[src/hdl/cipher_pkg.sv]
//////////////////////////////
// Cipher package
// Symbol, key and block types plus the cipher operation
//////////////////////////////
`default_nettype none

package cipher_pkg;

    // Symbols and keys share one width, arithmetic wraps at 2**SYM_W
    localparam int SYM_W    = 3;
    localparam int NUM_SYMS = 8;   // One block, one lane per symbol

    typedef logic [SYM_W-1:0] symbol_t;
    typedef logic [SYM_W-1:0] key_t;

    // Symbol 0 sits in the low bits
    typedef struct packed {
        symbol_t [NUM_SYMS-1:0] syms;
    } sym_block_t;

    // Direction of the shift cipher
    typedef enum logic {
        OP_ENCRYPT = 1'b0,   // Add key
        OP_DECRYPT = 1'b1    // Subtract key
    } cipher_op_e;

endpackage : cipher_pkg

`default_nettype wire
[src/hdl/link_pkg.sv]
//////////////////////////////
// Link package
// Lane strobes, loss counter and link status
//////////////////////////////
`default_nettype none

package link_pkg;

    // One strobe per symbol lane
    typedef logic [cipher_pkg::NUM_SYMS-1:0] lane_strobe_t;

    // Lost-transfer counter, saturates at all ones
    localparam int LOST_W = 3;
    typedef logic [LOST_W-1:0] lost_count_t;

    // Link fails once the count is strictly above this
    localparam int DEFAULT_LOST_LIMIT = 4;

    typedef enum logic [1:0] {
        LINK_PENDING = 2'b00,   // Healthy, block still incomplete
        LINK_MATCH   = 2'b01,   // Healthy, recovered block equals plaintext
        LINK_FAILED  = 2'b10    // Too many lost transfers
    } link_status_e;

endpackage : link_pkg

`default_nettype wire

[src/hdl/cipher_link_top.sv]
//////////////////////////////
// Cipher link top
// Encrypt, lane capture, decrypt, loss monitor and status check
//////////////////////////////
`default_nettype none

module cipher_link_top #(
    parameter int LOST_LIMIT = link_pkg::DEFAULT_LOST_LIMIT
) (
    input  wire                          clk,
    input  wire                          rst_n,
    input  wire cipher_pkg::key_t        key,
    input  wire cipher_pkg::sym_block_t  plaintext,   // Held stable for a frame
    input  wire link_pkg::lane_strobe_t  lane_strobe,
    input  wire                          frame_active,
    input  wire                          frame_start,  // Single-cycle pulse
    output cipher_pkg::sym_block_t       recovered,
    output link_pkg::lost_count_t        lost_count,
    output logic                         link_failed,
    output link_pkg::link_status_e       status
);
    import cipher_pkg::*;

    sym_block_t cipher_block;   // Ciphertext on the sending side
    sym_block_t held_block;     // Ciphertext as captured by the lanes

    // Sending side
    vigenere_cipher #(
        .MODE (OP_ENCRYPT)
    ) u_encrypt (
        .in_block  (plaintext),
        .key       (key),
        .out_block (cipher_block)
    );

    // Lane channel
    lane_capture u_lane_capture (
        .clk          (clk),
        .rst_n        (rst_n),
        .frame_start  (frame_start),
        .lane_strobe  (lane_strobe),
        .cipher_block (cipher_block),
        .held_block   (held_block)
    );

    // Receiving side, same key
    vigenere_cipher #(
        .MODE (OP_DECRYPT)
    ) u_decrypt (
        .in_block  (held_block),
        .key       (key),
        .out_block (recovered)
    );

    loss_monitor #(
        .LOST_LIMIT (LOST_LIMIT)
    ) u_loss_monitor (
        .clk          (clk),
        .rst_n        (rst_n),
        .frame_active (frame_active),
        .frame_start  (frame_start),
        .lane_strobe  (lane_strobe),
        .lost_count   (lost_count),
        .link_failed  (link_failed)
    );

    // Combines data match and loss result into one status
    frame_check u_frame_check (
        .clk         (clk),
        .rst_n       (rst_n),
        .recovered   (recovered),
        .plaintext   (plaintext),
        .link_failed (link_failed),
        .status      (status)
    );

endmodule : cipher_link_top

`default_nettype wire

[src/hdl/frame_check.sv]
//////////////////////////////
// Frame check
// Compares recovered block to plaintext, registers link status
//////////////////////////////
`default_nettype none

module frame_check (
    input  wire                          clk,
    input  wire                          rst_n,
    input  wire cipher_pkg::sym_block_t  recovered,
    input  wire cipher_pkg::sym_block_t  plaintext,
    input  wire                          link_failed,
    output link_pkg::link_status_e       status
);
    import cipher_pkg::*;
    import link_pkg::*;

    logic [NUM_SYMS-1:0] sym_equal;   // One bit per symbol pair
    logic                block_equal;
    link_status_e        status_next;

    genvar i;

    generate
        for (i = 0; i < NUM_SYMS; i++) begin : g_cmp
            assign sym_equal[i] = (recovered.syms[i] == plaintext.syms[i]);
        end
    endgenerate

    // Whole block matches only when every lane does
    assign block_equal = &sym_equal;

    always_comb begin
        if (link_failed) begin
            status_next = LINK_FAILED;    // Failure wins over good data
        end else if (block_equal) begin
            status_next = LINK_MATCH;
        end else begin
            status_next = LINK_PENDING;
        end
    end

    always_ff @(posedge clk) begin
        if (!rst_n) begin
            status <= LINK_PENDING;
        end else begin
            status <= status_next;
        end
    end

endmodule : frame_check

`default_nettype wire

[src/hdl/loss_monitor.sv]
//////////////////////////////
// Loss monitor
// Counts strobe-less active cycles and flags link failure
//////////////////////////////
`default_nettype none

module loss_monitor #(
    parameter int LOST_LIMIT = link_pkg::DEFAULT_LOST_LIMIT
) (
    input  wire                          clk,
    input  wire                          rst_n,
    input  wire                          frame_active,
    input  wire                          frame_start,
    input  wire link_pkg::lane_strobe_t  lane_strobe,
    output link_pkg::lost_count_t        lost_count,
    output logic                         link_failed
);
    import link_pkg::*;

    localparam lost_count_t LOST_MAX = '1;           // Saturation point
    localparam lost_count_t LIMIT    = lost_count_t'(LOST_LIMIT);

    logic lost_cycle;

    // A frame cycle in which no lane moved any data
    assign lost_cycle = frame_active && (lane_strobe == '0);

    always_ff @(posedge clk) begin
        if (!rst_n || frame_start) begin
            lost_count <= '0;
        end else if (lost_cycle && (lost_count != LOST_MAX)) begin
            lost_count <= lost_count + lost_count_t'(1);
        end
    end

    // Failure follows the count directly, no extra register stage
    assign link_failed = (lost_count > LIMIT);

endmodule : loss_monitor

`default_nettype wire

[src/hdl/lane_capture.sv]
//////////////////////////////
// Lane capture
// Strobe-gated symbol registers, one per lane
//////////////////////////////
`default_nettype none

module lane_capture (
    input  wire                           clk,
    input  wire                           rst_n,
    input  wire                           frame_start,
    input  wire link_pkg::lane_strobe_t   lane_strobe,
    input  wire cipher_pkg::sym_block_t   cipher_block,
    output cipher_pkg::sym_block_t        held_block
);
    import cipher_pkg::*;

    // A new frame wipes every lane, even a lane strobed in the same cycle
    logic lane_clear;

    assign lane_clear = !rst_n || frame_start;

    always_ff @(posedge clk) begin
        if (lane_clear) begin
            held_block <= '0;
        end else begin
            for (int i = 0; i < NUM_SYMS; i++) begin
                if (lane_strobe[i]) begin
                    held_block.syms[i] <= cipher_block.syms[i];   // Take this lane's symbol
                end
                // Unstrobed lanes keep what they had
            end
        end
    end

endmodule : lane_capture

`default_nettype wire

[src/hdl/vigenere_cipher.sv]
//////////////////////////////
// Vigenere shift cipher
// Adds or subtracts the key on every symbol, modulo 8
//////////////////////////////
`default_nettype none

module vigenere_cipher #(
    parameter cipher_pkg::cipher_op_e MODE = cipher_pkg::OP_ENCRYPT
) (
    input  wire cipher_pkg::sym_block_t in_block,
    input  wire cipher_pkg::key_t       key,
    output cipher_pkg::sym_block_t      out_block
);
    import cipher_pkg::*;

    genvar i;

    generate
        for (i = 0; i < NUM_SYMS; i++) begin : g_sym
            // One spare bit holds the carry or borrow before masking
            logic [SYM_W:0] wide;

            if (MODE == OP_ENCRYPT) begin : g_enc
                assign wide = {1'b0, in_block.syms[i]} + {1'b0, key};
            end else begin : g_dec
                // Borrow lands in the top bit, low bits are already mod 8
                assign wide = {1'b0, in_block.syms[i]} - {1'b0, key};
            end

            // Mask off the top bit, this is the modulo-8 wrap
            assign out_block.syms[i] = wide[SYM_W-1:0];
        end
    endgenerate

endmodule : vigenere_cipher

`default_nettype wire

[config.mk]
export PLATFORM = sky130hd
export DESIGN_NAME = cipher_link_top
export DESIGN_NICKNAME = d
export VERILOG_FILES = /design/src/hdl/cipher_pkg.sv /design/src/hdl/link_pkg.sv /design/src/hdl/cipher_link_top.sv /design/src/hdl/frame_check.sv /design/src/hdl/loss_monitor.sv /design/src/hdl/lane_capture.sv /design/src/hdl/vigenere_cipher.sv
export SDC_FILE = /design/constraint.sdc
export NUM_CORES = 1
export LEC_CHECK = 0
export BUFFER_PORTS_ARGS = -buffer_cell sky130_fd_sc_hd__buf_2
export CAP_MARGIN = 20
export CORE_MARGIN = 4
export CORE_UTILIZATION = 30
export CTS_CLUSTER_DIAMETER = 80
export DETAILED_ROUTE_END_ITERATION = 10
export SYNTH_ARGS = -nofsm -noshare
export SYNTH_HDL_FRONTEND = slang
export SYNTH_HIERARCHICAL = 1
export SYNTH_SLANG_ARGS = --single-unit
[constraint.sdc]
create_clock -name clk -period 1.8 [get_ports clk]
set_input_delay 0.36 -clock clk [delete_from_list [all_inputs] [get_ports clk]]
set_output_delay 0.36 -clock clk [all_outputs]
set_load 0.05 [all_outputs]
==> results.md, run 1 <==
* Max incr delay on CP at 540 ps
* Number of primary I/O pins at 69
* Initial antenna violation count at 0
* Post-route cell area at 0.00370 sq mm
* Worst EP arrival at 1740 ps
* Cell Pwr Density at just under 700 mW/mm^2
* Residual DRC at 0
* Critical Path End Type: output port
* R2r setup slk at -180 ps
* Maximum clock path buffer count at 2
* GPL Wtd Cong at 0.811
* Die height at 100 microns
* Vias in the first global route at 2182
* Synth Register Bits at 29
* Complex-gate fraction of the synthesized area at 1.71%
* WP data required at 1440 ps
* Post-synth top area share at a little under a quarter
* Simple-gate share of the synthesized area at 11.6%
* Final WL at 6880 microns
* TritonCTS clock tree: yes
* Adder-cell share of the synthesized area at 21.8%
* Final hold violation count at 0
* Diodes inserted at 0
* Final Setup Violations at 17
* Vias after detailed routing at 1972
* CP Class: register to output port
* Status: finished, violations left
* Die area at 0.0101 sq mm
* Core area at about 0.0083 sq mm
* Ys Warns at 6
* Asr flop ratio synth at 0%
* H-tree lvl count at 2
* Fin util at between 40% and 50%
* Final Non-Filler Cells at 450
* Post-synth top cells: inv_1 (50), dfxtp_1 (29), mux2i_1 (24)
* Vias per std cell at 4.38
* Fin Hold WS at roughly 370 ps
* Average wire per cell in the routed design at about 15 microns
* Min Tclk post-route at 2100 ps
* Cts hold-fix bufs at 0
* Max transition margin at between 60% and 70%
* Min-Delay Path Class: input pin to register
* GRT overflow at 0
* Reg clk slew, reported paths at 70 ps
* Yosys top cell by area: dfxtp_1
* Layout cells sized above 1 at 51.9%
* Period utilization at 117%
* Worst R2R Start: u_lane_capture/held_block[21]
* Top post-synthesis cells by area: dfxtp_1 (23%), fa_1 (13%), xor3_1 (10%), mux2i_1 (9.4%), ha_1 (9.3%)
* Failing checks: setup timing
* Worst Reg-to-Reg Cells at 8
* Most numerous cell in the Yosys netlist: inv_1
* CTS sink cnt at 29
* DP Area at 0.00333 sq mm
* Library cells used by synthesis at 31
* Row Count at 33
* RSZ-0062 raised after global routing: true
* R2R Path End: u_frame_check/status[0]
* Slowest CP cell: fa_2
* Final clock skew at 7.09 ps
* Final worst setup slack at -302 ps
* Worst setup SP type: register
* DP Cell Count at between 400 and 500
* Area of the mapped netlist at around 0.0026 sq mm
* Largest net degree at the start of global routing at 25
* Crit. Startpoint: u_lane_capture/held_block[9]
* Synth Instances at around 240
* Setup crit end: recovered[10]
* Nets@finish at 419
* Largest family of logic cells by synthesized area: XOR/XNOR gates
* VDD IR max at 0.302 mV
* Global-route wire length before repair at 11200 microns
* CTS buffer count at 5
* GRT Total Usage at 14.6%
* Pre-CTS setup slack at -578 ps
* Lkg Pwr at approximately 1.8 nW
* Initial DRC count at 49
* Area Growth Syn to Fin at 44.7%
* Port bufs at 68
* Most used DFF post-synth: dfxtp_1
* Mux cell area share after synthesis at 9.40%
* Antenna Nets Post-Route at 0
* CTS root buf: clkbuf_8
* Worst slew pin tran at 461 ps
* Dpl hpwl at around 5500 microns
* Clock latency on the worst-skew pair at 280 ps
* Sequential element share of the synthesized area at about 23%
* DR pass1 iterations at 4
* Mean Syn Cell Area at 10.9 sq um
* Critical path, cell by cell: inv_2 -> ha_4 -> fa_2 -> clkinvlp_4 -> buf_6 -> buf_8
* Fmax at 0.476 GHz
* Max-Cap Viols at 0
* Final Slew Violations at 0
* Die width at 100 microns
* Critical Path Fanout Max at 2
* XOR/XNOR Fraction of Synth Area at 22.9%
* Post-synth EDFFs at 0
* Initial Util at 31.0%
* Syn nets at 309
==> routing by layer <==
layer	vias up	routed length, microns	GRT usage (%)
met5	-	0	0
met4	0	107	4.46
met3	8	334	3.27
met1	939	3010	18.7
li1	971	-	-
met2	54	3440	24.6
==> worst min-delay path by stage <==
| stage | to | from | cells past startpoint |
|---|---|---|---|
| after floorplan | u_lane_capture/held_block[10] | u_lane_capture/held_block[10] | 2 |
| after global placement | u_lane_capture/held_block[16] | u_lane_capture/held_block[16] | 2 |
| after detailed placement | u_lane_capture/held_block[12] | u_lane_capture/held_block[12] | 2 |
| after CTS | u_loss_monitor/lost_count[0] | frame_start | 3 |
| after global routing | u_loss_monitor/lost_count[0] | frame_start | 3 |
| final | u_loss_monitor/lost_count[0] | frame_start | 3 |
==> worst max-delay path, delay by kind of cell, from the launching register on <==
kind	cells	cell delay, ps
fa+ha+maj	2	690
buf+inv	4	420
flops	1	340
==> sequential cells by signal, indices dropped and copies added (netlist names) <==
| register | cells |
|---|---|
| u_lane_capture/held_block | 24 |
| u_frame_check/status | 2 |
| u_loss_monitor/lost_count | 3 |
==> placed cells by master, fill, tap and decap left out, types with 2 or more instances in the layout <==
cell type and instances:
buf_2 50, inv_1 34, buf_4 33, mux2i_1 23
dfxtp_1 19, inv_2 15, nor2_1 15, buf_6 14
xor2_1 14, fa_1 12, ha_1 11, dfxtp_2 10
xnor2_1 9, xor3_2 8, ha_4 8, buf_8 7
nor2_2 7, clkbuf_8 6, xnor3_1 5, fa_2 4
nand4_1 4, buf_12 3, xor3_1 3, nor4_1 3
nor4_2 3, nor2_4 3, o31ai_1 2, a21boi_1 2
==> power breakdown <==
part,internal [mW],leakage [nW],switching (mW)
combinational,0.595,1.47,0.702
sequential,0.669,0.240,0.0164
clock,0.303,0.0443,0.250
total,1.57,1.75,0.968
==> cell families after synthesis <==
family,Yosys count
multiplexers,24
AND/OR/NAND/NOR,46
adder cells (fa/ha/maj),35
buffers and inverters,55
flip-flops,29
AO/OA/AOI/OAI,6
XOR/XNOR,40
==> area by class of cell <==
class	count	area [sq um]
Inverter	50	191
Tap cell	105	131
Multi-Input combinational cell	151	1870
Sequential cell	29	593
Timing Repair Buffer	108	828
Clock buffer	7	86.3
Fill cell	813	4560
==> metrics by stage <==
step	setup TNS, ps	total power, mW
floorplan	-301	1.43
global placement	-7380	1.82
detailed placement	-7780	1.83
CTS	-2840	2.56
global route	-3640	2.68
finish	-2710	2.53
==> what timing repair did <==
action / 4_1_cts / 5_1_grt
resized for setup: 83 / 5
endpoints found under the setup margin: 22 / 19
pin swaps: 7 / 8
setup buffers: 2 / 0
No activity file was read; power rests on OpenSTA's default activity.
==> inputs of run 2 (changes only) <==
- CORE_UTILIZATION: 30 -> 48
- PLACE_DENSITY: default -> 0.77
==> run 2 against run 1 <==
Compared with the run above: the flow still finishes with violations (setup timing); critical path type unchanged; worst setup slack improved by 32 ps; via count is 3.8% higher; final area shrank 2.6%; combinational power about the same; fmax up 1.6%; global-route usage is 7.7 points higher.
==> results.md, run 2 (synthesized netlist as in run 1, its figures left out) <==
* FF/Latch Area at 593 sq um
* Final clock skew at ~2.8 ps
* Final worst setup slack at -269 ps
* Row Count at 26
* Antenna Nets Post-Route at 0
* Critical Path End Type: output port
* Worst slew pin tran at 459 ps
* Worst Reg-to-Reg Cells at 9
* Worst R2R Start: u_lane_capture/held_block[9]
* Max incr delay on CP at around 550 ps
* Commonest non-fill, non-tap cell in the layout: buf_2
* Reg clk slew, reported paths at 70 ps
* Nets@finish at 414
* Die area at ~0.0066 sq mm
* Cts hold-fix bufs at 0
* Diodes inserted at 0
* Number of primary I/O pins at 69
* Residual DRC at 0
* CTS buffer count at 5
* Final Non-Filler Cells at roughly 400
* Final WL at 6870 microns
* R2R Path End: u_frame_check/status[0]
* Final Setup Violations at 17
* GRT Total Usage at 22.4%
* Worst EP arrival at 1710 ps
* Status: finished, violations left
* Global-route wire length before repair at roughly 11000 microns
* Vias in the first global route at 2164
* Slowest CP cell: fa_2
* Lkg Pwr at 1.72 nW
* Final Slew Violations at 0
* Largest regs: u_lane_capture/held_block x24, u_loss_monitor/lost_count x3, u_frame_check/status x2
* Filler Cells Inserted at 374
* GPL Wtd Cong at 0.829
* Clock latency on the worst-skew pair at 290 ps
* Die height at 81.0 microns
* GRT overflow at 0
* Initial Util at 49.7%
* Total negative setup slack at -2760 ps
* Period utilization at 115%
* Fmax at 0.483 GHz
* Min-Delay Path Class: input pin to register
* RSZ-0062 raised after global routing: true
* Fin util at 70.1%
* Vias per std cell at 4.98
* WP buf/inv at 4
* Max transition margin at ~69%
* Final hold violation count at 0
* TritonCTS clock tree: yes
* R2r setup slk at -260 ps
* Min Tclk post-route at 2070 ps
* Cell Pwr Density at 698 mW/mm^2
* CP delay by family, top: adder cells
* Layout cells sized above 1 at approximately half
* Max-Cap Viols at 0
* CP Class: register to output port
* Die width at 81.0 microns
* Vias after detailed routing at 2047
* Hold path cells at 3
* CTS sink cnt at 29
* Largest net degree at the start of global routing at 25
* DP Cell Count at just under 400
* Worst setup SP type: register
* Area of the multi-input gates at between 0.0015 and 0.002 sq mm
* Hold path startpoint: frame_start
* Max reg flops at 24
* Initial antenna violation count at 0
* CTS root buf: clkbuf_8
* Dpl hpwl at 5230 microns
* Commonest cells after routing, fill and taps aside: buf_2 (50), inv_1 (34), buf_4 (30), mux2i_1 (24), dfxtp_1 (19)
* Average wire per cell in the routed design at 16.7 microns
* VDD IR max at 0.479 mV
* Critical path, cell by cell: inv_2 -> ha_4 -> fa_2 -> clkinvlp_4 -> buf_6 -> buf_8
* Failing checks: setup timing
* WP data required at 1440 ps
* Maximum clock path buffer count at 2
* Port bufs at 68
* Critical Path Fanout Max at 2
* DR pass1 iterations at 4
* Largest Register: u_lane_capture/held_block
* Initial DRC count at 83
* Area Growth Syn to Fin at 41.0%
* End of the worst hold path: u_loss_monitor/lost_count[0]
* H-tree lvl count at 2
* Core area at 0.00514 sq mm
-- run 2: where the power goes --
group | switching [mW] | total, mW | internal, mW
Clock | 0.263 | 0.537 | 0.274
Combinational | 0.707 | 1.29 | 0.587
Sequential | 0.0175 | 0.686 | 0.669
Total | 0.987 | 2.52 | 1.53
-- run 2: layer usage --
metal	vias to the layer above	wire (microns)	share of wire (%)	GRT usage [%]
li1	963	-	-	-
met1	989	2660	39	26.6
met2	77	3570	52	39.3
met3	18	395	5.8	4.55
met4	0	240	3.5	8.95
met5	-	0	0	0
-- run 2: worst max path at each step --
stage,startpoint,to,slack [ps],depth (start not counted)
6_report,u_lane_capture/held_block[9],recovered[10],-270,6
5_1_grt,u_lane_capture/held_block[18],u_frame_check/status[0],-350,9
4_1_cts,u_lane_capture/held_block[18],recovered[20],-340,5
3_5_place_dp,key[0],u_frame_check/status[0],-540,8
3_3_place_gp,key[0],u_frame_check/status[0],-500,8
2_1_floorplan,key[0],u_frame_check/status[0],-300,7
-- run 2: area by class of cell --
| cell class | count | share of cell area, % |
|---|---|---|
| flip-flops and latches | 29 | 16.5 |
| inverters | 50 | 5.31 |
| well taps | 70 | 2.43 |
| multi-input cells | 151 | 52.0 |
| repair buffers | 103 | 21.5 |
| clock buffers | 8 | 2.22 |
-- run 2: stage by stage --
stage	hold slack (ps)	worst slack [ps]	area (sq um)	power, mW
after floorplan	460	-301	2600	1.43
after global placement	475	-501	3180	1.73
after detailed placement	483	-537	3180	1.76
after CTS	367	-343	3550	2.49
after global routing	369	-347	3600	2.64
final	363	-269	3600	2.52
-- run 2: repair_timing --
action / in CTS / in global routing
setup buffers: 4 / 2
resized for setup: 87 / 8
pin swaps: 7 / 5
setup endpoints to repair: 21 / 19
-- run 2: worst register-to-register path: stages (launching register included) --
cell and delay [ps]:
dfxtp_2 330, inv_2 40, ha_4 150, fa_2 550, clkinvlp_4 90, buf_4 130, xor2_1 170, nor4_2 150
nand3_1 140, nor4_2 230
